==> config.mk <==
export PLATFORM = sky130hd
export DESIGN_NAME = fprint_store_unit
export DESIGN_NICKNAME = d
export VERILOG_FILES = /design/src/source/fprint_pkg.sv /design/src/source/bus_pkg.sv /design/src/source/crc_accumulator.sv /design/src/source/fprint_store_unit.sv /design/src/source/store_buffer.sv /design/src/source/store_decode.sv /design/src/source/sync_fifo.sv
export SDC_FILE = /design/constraint.sdc
export NUM_CORES = 1
export LEC_CHECK = 0
export BUFFER_PORTS_ARGS = -buffer_cell sky130_fd_sc_hd__buf_4
export CAP_MARGIN = 20
export CORE_AREA = 2 2 288 205
export DETAILED_ROUTE_END_ITERATION = 10
export DIE_AREA = 0 0 290 207
export GPL_TIMING_DRIVEN = 1
export PLACE_DENSITY = 0.73
export SYNTH_ARGS = -nofsm -noshare
export SYNTH_HDL_FRONTEND = slang
export SYNTH_SLANG_ARGS = --single-unit
export TNS_END_PERCENT = 100
==> constraint.sdc <==
create_clock -name clk -period 10.4 [get_ports clk]
set_input_delay 1.04 -clock clk [delete_from_list [all_inputs] [get_ports clk]]
set_output_delay 1.04 -clock clk [all_outputs]
set_load 0.02 [all_outputs]
==> src/source/fprint_pkg.sv <==
// CRC and fingerprint definitions shared by the CRC stage and the store buffer
package fprint_pkg;

	// Running CRC-32 value
	typedef logic [31:0] crc_t;

	// Task identifier attached to every store
	typedef logic [3:0] task_key_t;

	// Low word address bits compared against the comparator CRC slot
	typedef logic [5:0] crc_offset_t;

	// Beat tag placed between CRC half and key
	typedef logic [11:0] fprint_tag_t;

	// Reflected CRC-32 polynomial, shifted in LSB first
	localparam crc_t CRC_POLY = 32'hEDB88320;
	localparam crc_t CRC_INIT = 32'hFFFFFFFF; // Seed after reset and after each fingerprint

	// Comparator CRC register, word offset inside the comparator window
	localparam crc_offset_t COMPARATOR_CRC_OFFSET = 6'h10;

	// Tags telling the comparator which half of the CRC a beat carries
	localparam fprint_tag_t FPRINT_TAG_LOW  = 12'h000;
	localparam fprint_tag_t FPRINT_TAG_HIGH = 12'h002;

endpackage

==> src/source/bus_pkg.sv <==
// Bus side widths and the entry carried through the store pipeline
package bus_pkg;

	// Word address on the memory-mapped bus
	typedef logic [26:0] bus_addr_t;

	// One bus data word
	typedef logic [31:0] bus_data_t;

	// One store in flight, 64 bits
	typedef struct packed {
		bus_addr_t             address;   // Word address
		bus_data_t             data;      // Store data, or the CRC for a fingerprint
		fprint_pkg::task_key_t key;       // Task that issued the store
		logic                  is_fprint; // Address hit the comparator CRC slot
	} store_entry_t;

endpackage

==> src/source/crc_accumulator.sv <==
`timescale 1ns/1ps

// CRC stage, folds ordinary data into a CRC-32 and fills in fingerprint entries
module crc_accumulator (
	input  logic                  clk,
	input  logic                  reset,
	input  logic                  dec_valid,
	input  bus_pkg::store_entry_t dec_entry,
	input  logic                  crc_ready_in,
	output logic                  dec_ready,
	output logic                  crc_valid,
	output bus_pkg::store_entry_t crc_entry,
	output logic                  fprint_done
);
	fprint_pkg::crc_t crc; // Running CRC of the current block
	logic take;

	// One data word, LSB first, no final inversion
	function automatic fprint_pkg::crc_t crc_fold(input fprint_pkg::crc_t seed,
			input bus_pkg::bus_data_t word);
		fprint_pkg::crc_t c;
		c = seed;
		for (int i = 0; i < $bits(word); i++) begin
			if (c[0] ^ word[i])
				c = (c >> 1) ^ fprint_pkg::CRC_POLY;
			else
				c = c >> 1;
		end
		return c;
	endfunction

	assign dec_ready   = ~crc_valid | crc_ready_in; // Same rule as decode
	assign take        = dec_valid & dec_ready;
	assign fprint_done = take & dec_entry.is_fprint; // Pulses on the capture cycle

	always_ff @(posedge clk or posedge reset) begin
		if (reset) begin
			crc_valid <= 1'b0;
			crc       <= fprint_pkg::CRC_INIT;
		end else begin
			if (take)
				crc_valid <= 1'b1;
			else if (crc_ready_in)
				crc_valid <= 1'b0;

			// CRC moves only on the accepting edge
			if (take) begin
				if (dec_entry.is_fprint)
					crc <= fprint_pkg::CRC_INIT; // New block starts
				else
					crc <= crc_fold(crc, dec_entry.data);
			end
		end
	end

	always_ff @(posedge clk) begin
		if (take) begin
			crc_entry <= dec_entry;
			if (dec_entry.is_fprint)
				crc_entry.data <= crc; // Fingerprint carries the block CRC
		end
	end

endmodule

==> src/source/fprint_store_unit.sv <==
`timescale 1ns/1ps

// Fingerprinting store unit, decode then CRC then store buffer
module fprint_store_unit #(
	parameter int FIFO_DEPTH_LOG2 = 3
) (
	input  logic                  clk,
	input  logic                  reset,
	input  logic                  store_valid,
	output logic                  store_ready,
	input  bus_pkg::bus_addr_t    store_address,
	input  bus_pkg::bus_data_t    store_data,
	input  fprint_pkg::task_key_t store_key,
	input  logic                  pause,         // One-cycle pulse
	input  logic                  fprint_enable, // Level
	output bus_pkg::bus_addr_t    master_address,
	output logic                  master_write,
	output bus_pkg::bus_data_t    master_writedata,
	input  logic                  master_waitrequest
);
	logic dec_valid;
	logic dec_ready;
	bus_pkg::store_entry_t dec_entry;
	logic crc_valid;
	logic crc_ready;
	bus_pkg::store_entry_t crc_entry;
	logic fprint_done;

	store_decode store_decode_i (
		.clk(clk),
		.reset(reset),
		.store_valid(store_valid),
		.store_address(store_address),
		.store_data(store_data),
		.store_key(store_key),
		.dec_ready(dec_ready),
		.store_ready(store_ready),
		.dec_valid(dec_valid),
		.dec_entry(dec_entry)
	);

	crc_accumulator crc_accumulator_i (
		.clk(clk),
		.reset(reset),
		.dec_valid(dec_valid),
		.dec_entry(dec_entry),
		.crc_ready_in(crc_ready),
		.dec_ready(dec_ready),
		.crc_valid(crc_valid),
		.crc_entry(crc_entry),
		.fprint_done(fprint_done)
	);

	store_buffer #(
		.FIFO_DEPTH_LOG2(FIFO_DEPTH_LOG2)
	) store_buffer_i (
		.clk(clk),
		.reset(reset),
		.crc_valid(crc_valid),
		.crc_entry(crc_entry),
		.fprint_done(fprint_done),
		.pause(pause),
		.fprint_enable(fprint_enable),
		.master_waitrequest(master_waitrequest),
		.crc_ready(crc_ready),
		.master_address(master_address),
		.master_write(master_write),
		.master_writedata(master_writedata)
	);

endmodule

==> src/source/store_buffer.sv <==
`timescale 1ns/1ps

// Result stage, buffers entries and issues them as bus writes
module store_buffer #(
	parameter int FIFO_DEPTH_LOG2 = 3
) (
	input  logic                  clk,
	input  logic                  reset,
	input  logic                  crc_valid,
	input  bus_pkg::store_entry_t crc_entry,
	input  logic                  fprint_done,
	input  logic                  pause,
	input  logic                  fprint_enable,
	input  logic                  master_waitrequest,
	output logic                  crc_ready,
	output bus_pkg::bus_addr_t    master_address,
	output logic                  master_write,
	output bus_pkg::bus_data_t    master_writedata
);
	typedef enum logic [2:0] {
		idle,
		load,
		check,
		write,
		fprint_low,
		fprint_gap,
		fprint_high
	} sb_state_t;

	sb_state_t state;
	bus_pkg::store_entry_t fifo_out;
	bus_pkg::store_entry_t cur;  // Entry being issued
	logic fifo_empty;
	logic fifo_full;
	logic accept;      // Entry taken from the CRC stage
	logic crc_pending; // Fingerprint produced, not yet resolved
	logic legal;       // A later store has arrived since then
	logic drop_req;    // Pause seen before the fingerprint reached check
	logic drop;
	logic fprint_end;  // High beat of a fingerprint completes

	assign crc_ready  = ~fifo_full;
	assign accept     = crc_valid & crc_ready;
	assign drop       = pause | drop_req;
	assign fprint_end = (state == fprint_high) & ~master_waitrequest;

	sync_fifo #(
		.FIFO_DEPTH_LOG2(FIFO_DEPTH_LOG2)
	) entry_fifo (
		.clk(clk),
		.reset(reset),
		.wr_en(accept),
		.data_in(crc_entry),
		.rd_en(state == load), // Pop while the head is latched
		.data_out(fifo_out),
		.empty(fifo_empty),
		.full(fifo_full)
	);

	// Legality of the outstanding fingerprint.
	// Only the fingerprint's own completion clears it, so older ordinary writes
	// draining ahead of it do not throw away the evidence of a later store.
	always_ff @(posedge clk or posedge reset) begin
		if (reset) begin
			crc_pending <= 1'b0;
			legal       <= 1'b0;
			drop_req    <= 1'b0;
		end else begin
			if (fprint_done)
				crc_pending <= 1'b1;
			else if (fprint_end | pause)
				crc_pending <= 1'b0;

			// The fingerprint entry itself does not count as a later store
			if (crc_pending & accept & ~crc_entry.is_fprint)
				legal <= 1'b1;
			else if (fprint_end | pause)
				legal <= 1'b0;

			if (state == check && cur.is_fprint && drop)
				drop_req <= 1'b0; // Consumed
			else if (pause & (crc_pending | fprint_done))
				drop_req <= 1'b1;
		end
	end

	always_ff @(posedge clk or posedge reset) begin
		if (reset) begin
			state <= idle;
		end else begin
			case (state)
				idle:       if (!fifo_empty) state <= load;
				load:       state <= check;
				check: begin
					if (!cur.is_fprint)
						state <= write;
					else if (drop)
						state <= idle; // Fingerprint discarded
					else if (!fprint_enable || legal)
						state <= fprint_low;
				end
				write:       if (!master_waitrequest) state <= idle;
				fprint_low:  if (!master_waitrequest) state <= fprint_gap;
				fprint_gap:  state <= fprint_high; // One quiet cycle between beats
				fprint_high: if (!master_waitrequest) state <= idle;
				default:     state <= idle;
			endcase
		end
	end

	always_ff @(posedge clk) begin
		if (state == load)
			cur <= fifo_out;
	end

	assign master_write   = (state == write) | (state == fprint_low) | (state == fprint_high);
	assign master_address = cur.address;

	always_comb begin
		case (state)
			fprint_low:  master_writedata = {cur.data[15:0], fprint_pkg::FPRINT_TAG_LOW, cur.key};
			fprint_high: master_writedata = {cur.data[31:16], fprint_pkg::FPRINT_TAG_HIGH, cur.key};
			default:     master_writedata = cur.data; // Ordinary store
		endcase
	end

endmodule

==> src/source/store_decode.sv <==
`timescale 1ns/1ps

// Decode stage, registers processor stores and classifies the address
module store_decode (
	input  logic                  clk,
	input  logic                  reset,
	input  logic                  store_valid,
	input  bus_pkg::bus_addr_t    store_address,
	input  bus_pkg::bus_data_t    store_data,
	input  fprint_pkg::task_key_t store_key,
	input  logic                  dec_ready,
	output logic                  store_ready,
	output logic                  dec_valid,
	output bus_pkg::store_entry_t dec_entry
);
	logic take; // Store accepted this cycle

	// Free slot, or the held entry leaves on this edge
	assign store_ready = ~dec_valid | dec_ready;
	assign take        = store_valid & store_ready;

	// Valid bit
	always_ff @(posedge clk or posedge reset) begin
		if (reset) begin
			dec_valid <= 1'b0;
		end else if (take) begin
			dec_valid <= 1'b1;
		end else if (dec_ready) begin
			dec_valid <= 1'b0; // Drained, nothing new
		end
	end

	// Payload, loaded only on acceptance
	always_ff @(posedge clk) begin
		if (take) begin
			dec_entry.address <= store_address;
			dec_entry.data    <= store_data;
			dec_entry.key     <= store_key;
			// Only place the comparator CRC slot is recognised
			dec_entry.is_fprint <= (store_address[5:0] == fprint_pkg::COMPARATOR_CRC_OFFSET);
		end
	end

endmodule

==> src/source/sync_fifo.sv <==
`timescale 1ns/1ps

// Circular buffer of store entries, show-ahead output
module sync_fifo #(
	parameter int FIFO_DEPTH_LOG2 = 3
) (
	input  logic                  clk,
	input  logic                  reset,
	input  logic                  wr_en,
	input  bus_pkg::store_entry_t data_in,
	input  logic                  rd_en,
	output bus_pkg::store_entry_t data_out,
	output logic                  empty,
	output logic                  full
);
	localparam int DEPTH = 1 << FIFO_DEPTH_LOG2;

	bus_pkg::store_entry_t mem [DEPTH];
	logic [FIFO_DEPTH_LOG2-1:0] wr_ptr; // Wraps on its own
	logic [FIFO_DEPTH_LOG2-1:0] rd_ptr;
	logic [FIFO_DEPTH_LOG2:0]   count;  // One bit wider to hold DEPTH
	logic do_wr;
	logic do_rd;

	assign do_wr = wr_en & ~full;  // Writes into a full buffer are ignored
	assign do_rd = rd_en & ~empty;

	assign empty    = (count == '0);
	assign full     = (count == DEPTH[FIFO_DEPTH_LOG2:0]);
	assign data_out = mem[rd_ptr]; // Head always visible

	always_ff @(posedge clk) begin
		if (do_wr)
			mem[wr_ptr] <= data_in;
	end

	always_ff @(posedge clk or posedge reset) begin
		if (reset) begin
			wr_ptr <= '0;
			rd_ptr <= '0;
			count  <= '0;
		end else begin
			if (do_wr)
				wr_ptr <= wr_ptr + 1'b1;
			if (do_rd)
				rd_ptr <= rd_ptr + 1'b1;
			// Count only moves when exactly one side acts
			if (do_wr & ~do_rd)
				count <= count + 1'b1;
			else if (do_rd & ~do_wr)
				count <= count - 1'b1;
		end
	end

endmodule

# Word-level counts from Yosys, hierarchy flattened
# Memories as Yosys holds them, arrays and structs flattened. A register that Yosys moved wholly into a read port is not among the register bits.
# Cells that the tools add are included.
[totals] regBits=178 ram_bits=512 inputBits=69 output_inout_bits=61 elab_cells=257 mem_count=1
[mem_list] memory="store_buffer_i.entry_fifo.mem" depth=8 word_bits=64 rd=1 rd_clocked_by_memory_dff=1 wr=1 line="sync_fifo.sv:18" rtl="bus_pkg::store_entry_t mem [DEPTH];"
[op_classes] addsub=4 n_eq_ne=13 muxes=117 bitwise_logic=91 reduce_logical=13
[ops] op="two-way mux 32 bit" count=96
[ops] op="NOT 13 -> 14 bit" count=32
[ops] op="case mux 32 bit (2 select lines)" count=1
[ops] op="XOR 1 bit" count=32
[ops] op="two-way mux 3 bit" count=6
[ops] op="case mux 3 bit (6 select lines)" count=1
[ops] op="AND 1 bit" count=12
[ops] op="two-way mux 1 bit" count=11
[ops] op="nonzero test 2 bit" count=5
[ops] op="== test 3 bit (second input constant)" count=3
[ops] op="two-way mux 4 bit" count=2
[ops] op="!= test 2 bit (second input constant)" count=4
[ops] op="NOT 1 bit" count=8
[ops] op="OR 1 bit" count=7
[ops] op="adder 3 x 1 -> 3 bit (second input constant)" count=2
[ops] op="== test 3 x 2 -> 1 bit (second input constant)" count=2
[ops] op="== test 6 x 5 -> 1 bit (second input constant)" count=1
[ops] op="adder 4 x 1 -> 4 bit (second input constant)" count=1
[ops] op="== test 4 bit (second input constant)" count=1
[ops] op="logical NOT 4 bit" count=1
[ops] op="!= test 4 bit (second input constant)" count=1
[ops] op="AND reduction 4 bit" count=1
[ops] op="subtractor 4 x 1 -> 4 bit (second input constant)" count=1
[ops] op="== test 3 x 1 -> 1 bit (second input constant)" count=1
[ops] op="other kinds (5)" count=6

# Depth between registers and ports, before layout
[depth] depth_word=128 ltp_mapped=12 ltp_nobuf=12

# Hierarchy
# Synthesis repeated with hierarchy kept, for this count alone.
[hier_totals] hier_cells=1508 hier_area_um2=31317.5
[modules_own_cells] mod="sync_fifo" n_inst=1 cells_each=803 area_per_inst_um2=19846.5 seq_area_each_um2=15625.0
[modules_own_cells] mod="crc_accumulator" n_inst=1 cells_each=467 area_per_inst_um2=6610.1 seq_area_each_um2=2787.7
[modules_own_cells] mod="store_buffer" n_inst=1 cells_each=167 area_per_inst_um2=2871.5 seq_area_each_um2=2072.0
[modules_own_cells] mod="store_decode" n_inst=1 cells_each=71 area_per_inst_um2=1989.4 seq_area_each_um2=1946.9

# Worst setup path after synthesis
# No wires, ideal clock.
[synth_path] kind="reg-to-reg" from="register store_buffer_i.entry_fifo.count[0]" to="memory store_buffer_i.entry_fifo.mem[1][0] (netlist bit), enable pin" setup_time_ns=0.667 arrival_time_ns=7.329 required_ns=9.733 slack_ns=2.404 path_stages_with_launch=5 path_buffers=0 synth_period_minus_slack_ns=7.996 path_cell_list="dfrtp_1 -> nor3_1 -> nand2_1 -> nand2_1 -> nor4b_1"
[synth_between] elab_chain_cells=6
[synth_lines] element="start, declared" line="sync_fifo.sv:21" rtl="logic [FIFO_DEPTH_LOG2:0] count;"
[synth_lines] element="start signal, assigned" line="sync_fifo.sv:49" rtl="count <= count + 1'b1;"
[synth_lines] element="start signal, assigned" line="sync_fifo.sv:51" rtl="count <= count - 1'b1;"
[synth_lines] element="== test 4 bit *" line="sync_fifo.sv:29" rtl="assign full = (count == DEPTH[FIFO_DEPTH_LOG2:0]);"
[synth_lines] element="NOT 1 bit *" line="store_buffer.sv:42, sync_fifo.sv:25"
[synth_lines] element="AND 1 bit" line="store_buffer.sv:43" rtl="assign accept = crc_valid & crc_ready;"
[synth_lines] element="AND 1 bit *" line="sync_fifo.sv:25" rtl="assign do_wr = wr_en & ~full;"
[synth_lines] element="two-way mux 1 bit *" line="sync_fifo.sv:33" rtl="if (do_wr)"
[synth_lines] element="two-way mux 1 bit (implied by the code) *" line="sync_fifo.sv:34" rtl="mem[wr_ptr] <= data_in;"
[synth_lines] element="end, declared" line="sync_fifo.sv:18"
# Every way passes the cells marked *; elsewhere a longest branch is shown, timed or not.

# Worst setup path after layout
[layout_path] from="register crc_accumulator_i.crc[5]" to="register crc_accumulator_i.crc[21]"
[layout_between] elab_chain_cells=107 word_cells_on_any_way=129 cone_classes="mux: 95; bitwise: 34"
[layout_lines] element="start, declared" line="crc_accumulator.sv:15" rtl="fprint_pkg::crc_t crc;"
[layout_lines] element="start signal, assigned" line="crc_accumulator.sv:39" rtl="crc <= fprint_pkg::CRC_INIT;"
[layout_lines] element="start signal, assigned" line="crc_accumulator.sv:49" rtl="crc <= fprint_pkg::CRC_INIT;"
[layout_lines] element="start signal, assigned" line="crc_accumulator.sv:51" rtl="crc <= crc_fold(crc, dec_entry.data);"
[layout_lines] element="two-way mux 32 bit *" line="crc_accumulator.sv:24" rtl="if (c[0] ^ word[i])"
[layout_lines] element="two-way mux 32 bit *" line="crc_accumulator.sv:48" rtl="if (dec_entry.is_fprint)"
[layout_lines] element="two-way mux 32 bit *" line="crc_accumulator.sv:47" rtl="if (take) begin"
[layout_lines] element="two-way mux 32 bit *" line="crc_accumulator.sv:24"
[layout_lines] element="two-way mux 32 bit *" line="crc_accumulator.sv:48"
[layout_lines] element="two-way mux 32 bit *" line="crc_accumulator.sv:47"
[layout_lines] element="two-way mux 32 bit *" line="crc_accumulator.sv:24"
[layout_lines] element="two-way mux 32 bit *" line="crc_accumulator.sv:48"
[layout_lines] element="[91 not listed]"
[layout_lines] element="two-way mux 32 bit *" line="crc_accumulator.sv:48"
[layout_lines] element="two-way mux 32 bit *" line="crc_accumulator.sv:47"
[layout_lines] element="two-way mux 32 bit *" line="crc_accumulator.sv:24"
[layout_lines] element="two-way mux 32 bit *" line="crc_accumulator.sv:48"
[layout_lines] element="two-way mux 32 bit *" line="crc_accumulator.sv:47"
[layout_lines] element="NOT 13 -> 14 bit (no source line)"
[layout_lines] element="two-way mux 32 bit *" line="crc_accumulator.sv:24"
[layout_lines] element="two-way mux 32 bit *" line="crc_accumulator.sv:48"
# Every way passes the cells marked *; elsewhere a longest branch is shown, timed or not. The select of a mux whose other input is x is not followed.
# A chain may end at the register's enable or synchronous reset.

==> summary.txt <==
Layout Nets - 1732
Hold WC Path Type - flip-flop to flip-flop
CTS sink count - 754
Resize count post-CTS - 0
# fillers - 3944
Mapped Area - 31200 um^2
WHS Endpoint - crc_accumulator_i.crc_entry[44]$_DFFE_PP_
# rows - 74
Worst Tran Pin Value - 1080 ps
Max Clock Freq - 0.220 GHz
clk_skew - 25.6 ps
Hold Crit Depth - 0
H-tree depth - 3
syn nets - 1589
endpoints failing setup - 0
unique cell type count in the Yosys netlist - 45
routed wire length - 66800 um
area grow syn2layout - 13.4%
die footprint - 60000 um^2
hold violation count in the final report - 0
Crit path required time - 10950 ps
boundary pin count - 130
Starting Density - 0.543
CTS Hold Bufs - 0
Reg2Reg Depth - 9
clock insertion delay at the later pin of the skew report - 620 ps
vias in the first global route - 15000
initial DRC count - 1348
GP Congestion - 0.913
Setup CP Type - flip-flop to flip-flop
Setup crit end kind - flip-flop
Port Buffer Count - 129
Hold Startpoint - store_decode_i.dec_entry[44]$_DFFE_PP_
most frequent CP cell - xnor3_1
Max stage delay cell, worst path - xnor3_1
Vias - 14400
Routed Antenna Nets - 0
register area share after synthesis - 0.719
first-pass GRT wire length - 98900 um
dpl hpwl - 38900 um
crit-path max cell delay - 730 ps
layout cell share with drive strength beyond 1 - 0.342
Min Clock Period, post-route - 4550 ps
CTS tree - done
grt total ovfl - 0
RSZ-0062 raised after global routing - false
worst r2r dst - crc_accumulator_i.crc[21]$_DFFE_PP1P_
period utilization - 0.438
DRT Pass-1 Iters - 5
core box area - 57500 um^2
CTS buffer count - 69
Reg2Reg Setup Slack - 5850 ps
yosys warns - 0
Clock Tree Buf Depth - 3
max-cap viol count - 0
Mapped Cells - 1514
WL per Instance - 27.0 um
Clock transition at path regs - 70 ps
crit-path cells - xor2_1 > xnor3_1 > xnor2_1 > xnor2_2 > xnor3_1 > xnor2_1 > xor2_1 > xnor3_1 > a21oi_1
Rel. slew slack - 0.279
flops & latches, synth - 754
most frequent cells in the layout - 704 x edfxtp_1, 166 x xnor2_1, 149 x buf_4, 128 x mux4_2, 114 x mux2_2
Syn Area/Cell - 20.6 um^2
chip height - 207 um
Antenna diodes - 0
vias per cell - 5.82
status - finished clean
drt drc - 0
Final Max Tran Viols - 0
Worst Path Max Fanout - 8
reg-to-reg startpoint - crc_accumulator_i.crc[5]$_DFFE_PP1P_
Worst EP arrival - 5100 ps
Post CTS Setup Buffer Count - 0
CTS root buf - clkbuf_16
most common cell after layout, fill and taps aside - edfxtp_1
antenna violations before repair - 0
startpoint types - flip-flop
die width - 290 um
pin count of the biggest net entering global routing - 97
gr usage total - 0.226
final setup TNS - 0 ps
[flip-flops by register name, summed over array words and instances (netlist names), 3 cells and up]
signal / flops
store_buffer_i.entry_fifo.mem: 512
store_buffer_i.state: 3
store_decode_i.dec_entry: 64
store_buffer_i.cur: 37
crc_accumulator_i.crc: 32
store_buffer_i.entry_fifo.wr_ptr: 3
store_buffer_i.entry_fifo.count: 4
crc_accumulator_i.crc_entry: 64
store_buffer_i.master_address: 27
store_buffer_i.entry_fifo.rd_ptr: 3
[stage by stage]
step	setup slack [ps]	hold slack (ps)	util	cells	cell area [um^2]
after global routing	5530	416	0.616	2473	35400
after CTS	5830	417	0.615	2470	35300
after detailed placement	5900	405	0.573	2343	33000
final	5850	416	0.616	2473	35400
after floorplan	2400	400	-	1514	31200
after global placement	5960	406	0.573	2343	33000
[how the worst max path moves through the flow]
stage / startpoint / to / slack [ps] / depth (start not counted)
floorplan: store_buffer_i.entry_fifo.count[0]$_DFFE_PP0P_ / store_buffer_i.entry_fifo.mem[1][0]$_DFFE_PP_ / 2400 / 4
global placement: crc_accumulator_i.crc[5]$_DFFE_PP1P_ / crc_accumulator_i.crc[21]$_DFFE_PP1P_ / 5960 / 9
detailed placement: crc_accumulator_i.crc[5]$_DFFE_PP1P_ / crc_accumulator_i.crc[21]$_DFFE_PP1P_ / 5900 / 9
CTS: crc_accumulator_i.crc[5]$_DFFE_PP1P_ / crc_accumulator_i.crc[21]$_DFFE_PP1P_ / 5830 / 9
global route: crc_accumulator_i.crc[5]$_DFFE_PP1P_ / crc_accumulator_i.crc[21]$_DFFE_PP1P_ / 5530 / 9
finish: crc_accumulator_i.crc[5]$_DFFE_PP1P_ / crc_accumulator_i.crc[21]$_DFFE_PP1P_ / 5850 / 9
[per-layer routing]
metal,routed length [um],vias to the layer above,track usage,share of wire
met5,0,-,0,0
met4,1180,0,0.0483,0.018
met3,5830,88,0.0616,0.087
met2,30400,520,0.341,0.46
met1,29300,7582,0.336,0.44
li1,-,6203,-,-
[cells by family after synthesis]
logic type	Yosys count	share of synthesized area
flops	754	0.719
mux	242	0.134
simple gates	104	0.0154
buf+inv	89	0.0140
compound gates	49	0.00878
xor+xnor	270	0.107
fa+ha+maj	6	0.00265
[cells in the mapped netlist (all sizes together)]
cell type / count / area (um^2)
o21ai: 7 / 35.0
o41ai: 1 / 8.76
nand4: 1 / 6.26
nand4b: 1 / 8.76
nand3: 3 / 15.0
xnor2: 179 / 1740
or4b: 1 / 10.0
and2: 2 / 12.5
a21o: 2 / 15.0
dfstp: 32 / 841
nor3: 9 / 45.0
nor4: 1 / 6.26
o221ai: 1 / 8.76
a21oi: 30 / 150
dfrtp: 18 / 450
nor4b: 1 / 8.76
nor2: 37 / 139
xnor3: 49 / 1120
nor2b: 12 / 75.1
edfxtp: 704 / 21100
xor2: 39 / 394
fa: 1 / 20.0
nor3b: 2 / 15.0
xor3: 3 / 71.3
buf: 48 / 283
and3: 1 / 6.26
clkbuf: 33 / 124
a32o: 1 / 10.0
or3: 1 / 6.26
a31oi: 6 / 37.5
ha: 5 / 62.6
mux4: 128 / 2880
mux2: 114 / 1280
nand2b: 3 / 18.8
nand2: 29 / 109
inv: 8 / 30.0
a22o: 1 / 8.76
[final cells by class]
type                       instances  area [um^2]  area share
multi-input combinational        671         8400       0.237
clock inverter                    48          579      0.0164
tap                              760          951      0.0269
sequential                       754        22400       0.634
inverter                           8         30.0    0.000848
timing repair buffer             153         1190      0.0336
clock buffer                      79         1810      0.0510
[critical path, delay by kind of cell, from the launching register on]
| family | cells | cell delay, ps |
|---|---|---|
| AO/OA/AOI/OAI | 1 | 170 |
| flip-flops | 1 | 560 |
| XOR/XNOR | 8 | 3760 |
Power is not shown: default switching activity piles up to over one toggle a cycle in this logic, so the estimate is an artifact.
